### src/bp_pkg.sv
`default_nettype none

package bp_pkg;

	// datapath widths
	localparam int pc_width    = 32;
	localparam int table_depth = 16;
	localparam int index_width = 4;   // log2 of table_depth
	localparam int cnt_width   = 16;  // event counters and register data

	// prediction policy, encoding 3 falls back to dynamic
	typedef enum logic [1:0]
	{
		mode_dynamic          = 2'd0,
		mode_static_taken     = 2'd1,
		mode_static_not_taken = 2'd2
	} bp_mode_t;

	// register map of bp_csr
	localparam logic [1:0] csr_addr_mode        = 2'd0;
	localparam logic [1:0] csr_addr_branches    = 2'd1;
	localparam logic [1:0] csr_addr_mispredicts = 2'd2;
	localparam logic [1:0] csr_addr_hits        = 2'd3;

	// one history entry
	// the tag is the branch's PC+4, the same value the pipeline hands over at IF
	typedef struct packed
	{
		logic                valid;
		logic [pc_width-1:0] tag;
		logic                taken;  // last resolved outcome
	} bp_entry_t;

endpackage

`default_nettype wire

### src/bp_ifs.sv
`default_nettype none

// predictor <-> history table
interface bp_table_if;
	import bp_pkg::*;

	logic [pc_width-1:0]    lookup_tag;  // PC+4 of the branch in IF
	logic                   wr_en;
	logic                   wr_alloc;    // new entry at the replacement pointer
	logic [index_width-1:0] wr_index;    // entry to update when not allocating
	logic [pc_width-1:0]    wr_tag;
	logic                   wr_taken;

	// lookup result, combinational from lookup_tag
	logic                   hit;
	logic [index_width-1:0] hit_index;
	bp_entry_t              hit_entry;

	modport predictor
	(
		output lookup_tag, wr_en, wr_alloc, wr_index, wr_tag, wr_taken,
		input  hit, hit_index, hit_entry
	);

	modport store
	(
		input  lookup_tag, wr_en, wr_alloc, wr_index, wr_tag, wr_taken,
		output hit, hit_index, hit_entry
	);
endinterface

// predictor events -> counters, policy back to the predictor
interface bp_event_if;
	import bp_pkg::*;

	logic     resolved;    // one pulse per branch resolved at ID
	logic     mispredict;
	logic     was_hit;
	bp_mode_t mode;

	modport source (output resolved, mispredict, was_hit, input mode);
	modport sink   (input resolved, mispredict, was_hit, output mode);
endinterface

`default_nettype wire

### src/bp_csr.sv
`default_nettype none

module bp_csr
(
	input  logic                          clk,
	input  logic                          rst_n,
	input  logic                          csr_we,
	input  logic [1:0]                    csr_addr,
	input  logic [bp_pkg::cnt_width-1:0]  csr_wdata,
	output logic [bp_pkg::cnt_width-1:0]  csr_rdata,
	bp_event_if.sink                      ev
);
	import bp_pkg::*;

	bp_mode_t             mode_q;
	logic [cnt_width-1:0] branches_q;
	logic [cnt_width-1:0] mispredicts_q;
	logic [cnt_width-1:0] hits_q;

	assign ev.mode = mode_q;

	always_ff @(posedge clk)
	begin
		if (!rst_n)
		begin
			mode_q        <= mode_dynamic;
			branches_q    <= '0;
			mispredicts_q <= '0;
			hits_q        <= '0;
		end
		else
		begin
			if (csr_we && (csr_addr == csr_addr_mode))
				mode_q <= bp_mode_t'(csr_wdata[1:0]);

			// a write clears, and beats an increment in the same cycle
			if (csr_we && (csr_addr == csr_addr_branches))
				branches_q <= '0;
			else if (ev.resolved)
				branches_q <= branches_q + 1'b1;

			if (csr_we && (csr_addr == csr_addr_mispredicts))
				mispredicts_q <= '0;
			else if (ev.resolved && ev.mispredict)
				mispredicts_q <= mispredicts_q + 1'b1;

			if (csr_we && (csr_addr == csr_addr_hits))
				hits_q <= '0;
			else if (ev.resolved && ev.was_hit)
				hits_q <= hits_q + 1'b1;  // wraps
		end
	end

	// read mux
	always_comb
	begin
		case (csr_addr)
			csr_addr_mode:        csr_rdata = cnt_width'(mode_q);
			csr_addr_branches:    csr_rdata = branches_q;
			csr_addr_mispredicts: csr_rdata = mispredicts_q;
			default:              csr_rdata = hits_q;
		endcase
	end

endmodule

`default_nettype wire

### src/bp_top.sv
`default_nettype none

module bp_top
(
	input  logic                          clk,
	input  logic                          rst_n,
	input  logic                          branch_if,
	input  logic                          branch_id,
	input  logic                          stall,
	input  logic                          jump_or_not,
	input  logic [bp_pkg::pc_width-1:0]   pc_add_4,
	input  logic [bp_pkg::pc_width-1:0]   pc_add_imm,
	output logic [bp_pkg::pc_width-1:0]   pc_out,
	output logic                          predict_jump,
	output logic                          correct,
	input  logic                          csr_we,
	input  logic [1:0]                    csr_addr,
	input  logic [bp_pkg::cnt_width-1:0]  csr_wdata,
	output logic [bp_pkg::cnt_width-1:0]  csr_rdata
);

	bp_table_if tbl_if ();
	bp_event_if ev_if ();

	// tag/taken store
	history_table u_table
	(
		.clk   (clk),
		.rst_n (rst_n),
		.tbl   (tbl_if.store)
	);

	branch_predictor u_predictor
	(
		.clk          (clk),
		.rst_n        (rst_n),
		.branch_if    (branch_if),
		.branch_id    (branch_id),
		.stall        (stall),
		.jump_or_not  (jump_or_not),
		.pc_add_4     (pc_add_4),
		.pc_add_imm   (pc_add_imm),
		.pc_out       (pc_out),
		.predict_jump (predict_jump),
		.correct      (correct),
		.tbl          (tbl_if.predictor),
		.ev           (ev_if.source)
	);

	// policy and event counters
	bp_csr u_csr
	(
		.clk       (clk),
		.rst_n     (rst_n),
		.csr_we    (csr_we),
		.csr_addr  (csr_addr),
		.csr_wdata (csr_wdata),
		.csr_rdata (csr_rdata),
		.ev        (ev_if.sink)
	);

endmodule

`default_nettype wire

### src/branch_predictor.sv
`default_nettype none

module branch_predictor
(
	input  logic                         clk,
	input  logic                         rst_n,
	input  logic                         branch_if,
	input  logic                         branch_id,
	input  logic                         stall,
	input  logic                         jump_or_not,  // true outcome at ID
	input  logic [bp_pkg::pc_width-1:0]  pc_add_4,
	input  logic [bp_pkg::pc_width-1:0]  pc_add_imm,
	output logic [bp_pkg::pc_width-1:0]  pc_out,
	output logic                         predict_jump,
	output logic                         correct,
	bp_table_if.predictor                tbl,
	bp_event_if.source                   ev
);
	import bp_pkg::*;

	// IF-to-ID holding registers
	logic [pc_width-1:0]    pc4_q;
	logic [pc_width-1:0]    imm_q;
	logic                   pred_q;
	logic                   hit_q;
	logic [index_width-1:0] idx_q;

	logic if_cycle;
	logic id_cycle;
	logic guess;     // prediction for the branch now in IF
	logic match;     // held prediction agrees with the outcome

	assign if_cycle = branch_if && !stall;
	assign id_cycle = branch_id && !stall && !branch_if;  // IF wins if both are set

	assign tbl.lookup_tag = pc_add_4;

	// policy select
	always_comb
	begin
		case (ev.mode)
			mode_static_taken:     guess = 1'b1;
			mode_static_not_taken: guess = 1'b0;
			default:               guess = tbl.hit ? tbl.hit_entry.taken : 1'b1;  // miss -> taken
		endcase
	end

	assign predict_jump = if_cycle ? guess : pred_q;
	assign match        = (pred_q == jump_or_not);

	// next fetch PC and resolution
	always_comb
	begin
		pc_out  = pc_add_4;
		correct = 1'b1;
		if (if_cycle)
		begin
			pc_out = guess ? pc_add_imm : pc_add_4;
		end
		else if (id_cycle)
		begin
			correct = match;
			if (match)
			begin
				// continue past the path already fetched
				pc_out = pred_q ? imm_q + pc_width'(4) : pc4_q + pc_width'(4);
			end
			else
			begin
				pc_out = pred_q ? pc4_q : imm_q;  // redirect to the other target
			end
		end
	end

	// table write at ID, in every mode
	assign tbl.wr_en    = id_cycle;
	assign tbl.wr_alloc = !hit_q;
	assign tbl.wr_index = idx_q;
	assign tbl.wr_tag   = pc4_q;
	assign tbl.wr_taken = jump_or_not;

	// event strobes for the counters
	assign ev.resolved   = id_cycle;
	assign ev.mispredict = id_cycle && !match;
	assign ev.was_hit    = id_cycle && hit_q;

	always_ff @(posedge clk)
	begin
		if (!rst_n)
		begin
			pc4_q  <= '0;
			imm_q  <= '0;
			pred_q <= 1'b0;
			hit_q  <= 1'b0;
			idx_q  <= '0;
		end
		else if (if_cycle)
		begin
			pc4_q  <= pc_add_4;
			imm_q  <= pc_add_imm;
			pred_q <= guess;
			hit_q  <= tbl.hit;
			idx_q  <= tbl.hit_index;
		end
	end

endmodule

`default_nettype wire

### src/history_table.sv
`default_nettype none

module history_table
(
	input  logic         clk,
	input  logic         rst_n,
	bp_table_if.store    tbl
);
	import bp_pkg::*;

	bp_entry_t              entries [table_depth];
	logic [index_width-1:0] rr_ptr;  // round-robin replacement pointer

	logic                   hit;
	logic [index_width-1:0] hit_index;

	// parallel compare against every valid entry
	always_comb
	begin
		hit       = 1'b0;
		hit_index = '0;
		// walk downward so the lowest matching index is the one left standing
		for (int i = table_depth - 1; i >= 0; i--)
		begin
			if (entries[i].valid && (entries[i].tag == tbl.lookup_tag))
			begin
				hit       = 1'b1;
				hit_index = index_width'(i);
			end
		end
	end

	assign tbl.hit       = hit;
	assign tbl.hit_index = hit_index;
	assign tbl.hit_entry = entries[hit_index];  // shows entry 0 on a miss

	// valid bits, replacement pointer and payload
	always_ff @(posedge clk)
	begin
		if (!rst_n)
		begin
			rr_ptr <= '0;
			for (int i = 0; i < table_depth; i++)
			begin
				entries[i].valid <= 1'b0;
			end
		end
		else if (tbl.wr_en)
		begin
			if (tbl.wr_alloc)
			begin
				entries[rr_ptr].valid <= 1'b1;
				entries[rr_ptr].tag   <= tbl.wr_tag;
				entries[rr_ptr].taken <= tbl.wr_taken;
				rr_ptr                <= rr_ptr + 1'b1;  // wraps after 15
			end
			else
			begin
				entries[tbl.wr_index].taken <= tbl.wr_taken;  // update in place
			end
		end
	end

endmodule

`default_nettype wire

### config.mk
export PLATFORM = sky130hd
export DESIGN_NAME = bp_top
export DESIGN_NICKNAME = d
export VERILOG_FILES = /design/src/bp_pkg.sv /design/src/bp_ifs.sv /design/src/bp_csr.sv /design/src/bp_top.sv /design/src/branch_predictor.sv /design/src/history_table.sv
export SDC_FILE = /design/constraint.sdc
export NUM_CORES = 1
export LEC_CHECK = 0
export BUFFER_PORTS_ARGS = -buffer_cell sky130_fd_sc_hd__buf_2
export CORE_MARGIN = 2
export CORE_UTILIZATION = 60
export CTS_CLUSTER_DIAMETER = 150
export CTS_CLUSTER_SIZE = 8
export DETAILED_ROUTE_END_ITERATION = 12
export PLACE_DENSITY = 0.78
export SLEW_MARGIN = 20
export SYNTH_ARGS = -nofsm -noshare
export SYNTH_HDL_FRONTEND = slang
export SYNTH_SLANG_ARGS = --single-unit
export TNS_END_PERCENT = 10
### constraint.sdc
create_clock -name clk -period 14.1 [get_ports clk]
set_input_delay 2.82 -clock clk [delete_from_list [all_inputs] [get_ports clk]]
set_output_delay 2.82 -clock clk [all_outputs]
set_load 0.02 [all_outputs]
Word-level counts from Yosys, hierarchy flattened

Memories as Yosys holds them, arrays and structs flattened.
Cells that the tools add are included.

Register bits after elaboration: 124
RAM bits: 544
Input port bits: 89
Logic and storage cells: 137
Memories kept: 1

Add/sub/neg operators: 6
Eq/ne operators: 22
Multiplexer cells: 59
Bitwise operators: 2
Reduce and logical (&&, ||, !) cells: 37

Memories:

| memory          | depth | bits a word | read ports | clocked after Yosys merged registers in | write ports | line                | source |
|---|---|---|---|---|---|---|---|
| u_table.entries | 16    | 34          | 17         | 0                                       | 16          | history_table.sv:11 | `bp_entry_t entries [table_depth];` |

Operators with widths:

| operator                                            | number |
|---|---|
| equality test 32 bit                                | 16 |
| two-way mux 32 bit                                  | 6 |
| two-way mux 4 bit                                   | 18 |
| two-way mux 34 bit                                  | 2 |
| OR reduction 34 bit                                 | 2 |
| adder 32 x 3 -> 32 bit, second input constant       | 2 |
| adder 16 x 1 -> 16 bit, second input constant       | 3 |
| case mux 16 bit (3 select lines)                    | 1 |
| two-way mux 1 bit                                   | 29 |
| logical AND 1 bit                                   | 27 |
| equality test 2 bit, second input constant          | 3 |
| OR reduction 2 bit                                  | 3 |
| adder 4 x 1 -> 4 bit, second input constant         | 1 |
| equality test 2 x 1 -> 1 bit, second input constant | 2 |
| zero test 1 bit                                     | 3 |
| two-way mux 3 bit                                   | 1 |
| zero test 2 bit                                     | 1 |
| two-way mux 2 bit                                   | 1 |
| NOT 1 bit                                           | 2 |
| case mux 1 bit (2 select lines)                     | 1 |
| AND reduction 2 bit                                 | 1 |
| equality test 1 bit                                 | 1 |

Logic depth before layout (Yosys ltp)

An unclocked memory read counts as a cell.

Depth after elaboration: 24
Gate-level depth with buffers: 16
Mapped depth without buffers: 13

Hierarchy

Synthesis repeated with hierarchy kept, for this count alone.

Cells, all modules: 3324
Area total of the unflattened synthesis: 37224.5 µm²

By module, submodules not included:

| module           | times used | cells an instance | area an instance (µm²) |
|---|---|---|---|
| history_table    | 1          | 2292              | 29171.7 |
| branch_predictor | 1          | 739               | 5464.0 |
| bp_csr           | 1          | 293               | 2588.7 |

Least setup slack after synthesis

OpenSTA, ideal clock, no wires.

Path kind: input to output
Start: input port pc_add_4[1] (netlist name)
End: output port pc_out[27] (netlist name)
Arrival time: 6.295 ns
Setup slack: 4.985 ns
Stages: 14
Cells stage by stage: buf_2 xor2_1 or4b_1 or3_1 a211oi_1 o2111ai_1 a31oi_4 mux2i_1 mux2i_1 o32a_2 a31oi_4 buf_4 o22ai_1 a31oi_1

Longest elaborated chain between the ends: 23
Elaborated cells between the ends (all ways): 69

Ends and longest elaborated chain:

| item                                | line                   | source |
|---|---|---|
| from (decl)                         | bp_top.sv:11           | `input logic [bp_pkg::pc_width-1:0] pc_add_4,` |
| equality test 32 bit                | history_table.sv:25    | `if (entries[i].valid && (entries[i].tag == tbl.lookup_tag))` |
| logical AND 1 bit                   | history_table.sv:25    |  |
| two-way mux 4 bit (16 in series)    | history_table.sv:25    |  |
| memory read (16 x 34 bit)           | --                     |  |
| two-way mux 1 bit (*)               | branch_predictor.sv:44 | `default: guess = tbl.hit ? tbl.hit_entry.taken : 1'b1;` |
| case mux 1 bit (2 select lines) (*) | branch_predictor.sv:41 | `case (ev.mode)` |
| two-way mux 32 bit (*)              | branch_predictor.sv:58 | `pc_out = guess ? pc_add_imm : pc_add_4;` |
| two-way mux 32 bit (*)              | branch_predictor.sv:56 | `if (if_cycle)` |
| to (decl)                           | bp_top.sv:13           | `output logic [bp_pkg::pc_width-1:0] pc_out,` |

Every way passes the cells marked *; elsewhere a longest branch is shown, timed or not.

Final worst setup path

Start: input port pc_add_4[11] (netlist name)
End: output port pc_out[0] (netlist name)

Same word-level chain as after synthesis.

==> metrics.md <==
| Metric | Value |
|---|---|
| Depth of the CTS H-tree | 3 |
| Port Buffers | 124 |
| First-pass GRT wire length | 150,000 um |
| DR pass1 iterations | 6 |
| Post-synth top area share | 49.9% |
| Inst Count DP | 3,389 |
| Largest area contributor in the netlist | edfxtp_1 |
| Setup TNS | 0 ps |
| Ys async rst share | 0% |
| CTS tree | built |
| Yosys reg bits | between 600 and 700 |
| Number of synthesized flops with an enable pin | 528 |
| Max Freq | 88.6 MHz |
| DR vias/cell | 6.79 |
| Critical path endpoint category | output pin |
| CTS sink cnt | 668 |
| Resized Gates After CTS | 0 |
| Rel. slew slack | 22.6% |
| Syn_area_per_cell | 12.1 um^2 |
| Worst-Margin Slew | roughly 1200 ps |
| Commonest non-fill, non-tap cells in the layout | edfxtp_1, xor2_1, nand2_1 |
| Mapped Cells | 2,624 |
| Die H | 234 um |
| Final setup fails | 0 |
| Most common cell after layout, fill and taps aside | edfxtp_1 |
| Core Footprint | 52,400 um^2 |
| Antenna violations before repair | 6 |
| Final design utilization | 68.8% |
| Fin cells | around 3,600 |
| Largest net degree at the start of global routing | 91 |
| Layout net count | 2,891 |
| Final Hold Viols | 0 |
| Drt total wl | 106,000 um |
| Yosys cell types | 70 |
| Gpl congestion | slightly above 0.9 |
| Setup bufs post-CTS | 0 |
| Antenna Nets Post-Route | 0 |
| Share of layout cells above drive strength 1 | a little over an eighth |
| Remaining DRCs | 0 |
| Hold crit path type | flop to flop |
| Max Root-Sink Buffers | 3 |
| Drt wl/cell | about 30 um |
| CP Launch Type | primary input |
| Largest cells by area after synthesis | edfxtp_1, xor2_1, dfxtp_1, xnor2_1, nor4_1 |
| Post-detail-place hpwl | 60,100 um |
| Clk root buf | clkbuf_16 |
| Synth-to-layout area growth | 13.4% |
| Routed via count | 24,100 |
| Vias in the first global route | 23,000 |
| GR Util All Layers | 38.7% |
| P per Cell Area | around 130 nW/um^2 |
| Max-Cap Viols | 0 |
| Initial Util | 60.6% |
| Clk_skew | 32.1 ps |
| Final Hold Slack | 466 ps |
| Global route overflow | 0 |
| Crit path required time | 11,280 ps |
| Crit Path Max Fanout | 41 |
| Width of the chip | 234 um |
| Crit path DAT | 8460 ps |
| IO Pins | 139 |
| TritonCTS Buffers | 93 |
| Final period util | 80.0% |
| Syn_nets | 2,719 |
| Row cnt | 84 |
| Post-synthesis sequential area ratio | 58.7% |
| Mapped Area | 31,800 um^2 |
| Outcome | finished clean |
| Tmin final | 11,280 ps |
| RSZ-0062 raised after global routing | false |
| Max IR drop VDD | ~0.092 mV |
| Slew Limit Fails | 0 |
| Main flop type after synthesis | edfxtp_1 |
| Die area | 54,900 um^2 |
| CP Class | primary input to output pin |
| Clk slew on worst S/H paths | 50 ps |
| Initial DRC Count | 3,881 |
| Pleak | ~13 nW |
| Clock Latency Late Sink | ~660 ps |
| Post-CTS Hold Buffers | 0 |
| Synthesis Warnings | 0 |
| Total power | around 4.6 mW |
## layer usage
| layer | vias to the layer above | routed length (um) | track usage (%) |
|---|---|---|---|
| met5 | - | 39 | 0 |
| met4 | 2 | 7510 | 24.2 |
| met3 | 496 | 17300 | 10.4 |
| met2 | 2164 | 45100 | 56.9 |
| met1 | 11500 | 36500 | 51.1 |
| li1 | 9924 | - | - |
## worst paths after layout
kind	startpoint	end	slack [ps]	cells after the start
worst max register to register	u_table.entries[14][15]	u_predictor.pred_q	9050	14
worst max-delay path	pc_add_4[11]	pc_out[0]	2820	16
worst min-delay path	u_predictor.imm_q[0]	u_predictor.imm_q[0]	470	2
worst min register to register	u_predictor.imm_q[0]	u_predictor.imm_q[0]	470	2
## where the power goes
part | switching (mW) | internal (mW) | leakage, nW
clock | 0.843 | 1.27 | 1.30
sequential | 0.0156 | 2.13 | 6.11
combinational | 0.275 | 0.103 | 5.09
## registers in the layout, indices dropped and copies added (netlist names)
signal                    cells
u_csr.branches_q             16
u_table.rr_ptr                4
u_predictor.hit_q             1
u_csr.mispredicts_q          16
u_predictor.tbl.wr_tag       32
u_csr.ev.mode                 2
u_csr.hits_q                 16
u_predictor.pred_q            1
u_table.entries             544
u_predictor.tbl.wr_index      4
u_predictor.imm_q            32
## stage by stage
step / setup WS, ps / instance area [um^2]
final: 2820 / 36100
after CTS: 2980 / 36100
after detailed placement: 3000 / 33300
after floorplan: 4990 / 31800
after global routing: 2790 / 36100
after global placement: 3180 / 33300
## final cells by class
| type | count | area, um^2 |
|---|---|---|
| fillers | 3578 | 16400 |
| clock buffers | 155 | 2600 |
| inverters | 16 | 60.1 |
| flip-flops and latches | 668 | 18700 |
| clock inverters | 6 | 128 |
| well taps | 688 | 861 |
| multi-input cells | 1810 | 12500 |
| diodes | 2 | 5.00 |
| repair buffers | 207 | 1250 |
## critical path, cell delays in order
cell	delay, ps
buf_2	740
xor2_1	230
nor4_1	360
nand4_1	200
or3_1	440
a211oi_1	540
o2111ai_1	250
a31oi_4	450
mux2i_1	260
mux2i_1	150
o32a_2	490
a31oi_4	170
buf_4	470
nand2_2	330
o221a_1	330
buf_2	170
## Yosys cell counts, types with 6 or more instances
cell type / number
buf_1: 6
nor2b_1: 12
or4_1: 11
o221a_1: 6
nand2b_1: 16
o22ai_1: 21
ha_1: 6
dfxtp_1: 140
a21oi_1: 37
nor3_1: 46
nand4b_1: 16
nor4_1: 166
mux2i_1: 31
clkbuf_1: 53
or2_2: 7
buf_2: 46
buf_6: 6
a21o_1: 16
nor4b_1: 14
a21boi_0: 67
a21oi_2: 10
xnor2_1: 183
and3_1: 17
buf_4: 19
nand4_1: 94
or3_1: 16
edfxtp_1: 528
and2_1: 13
nand3_1: 71
nand2_1: 252
o21ai_0: 31
a22o_1: 14
a31oi_1: 7
xor2_1: 415
inv_1: 16
nor2_1: 132
mux2_2: 21
## kinds of logic after synthesis
| kind of cell | count (synthesis) | synth area share, % |
|---|---|---|
| DFF | 668 | 58.7 |
| adders and majority gates | 6 | 0.236 |
| muxes | 55 | 1.93 |
| buffers and inverters | 146 | 2.27 |
| and+or+nand+nor | 903 | 14.7 |
| xor gates and xnor gates | 598 | 16.5 |
| AOI/OAI and AO/OA | 248 | 5.68 |
Power figures use the tool's default switching activity.
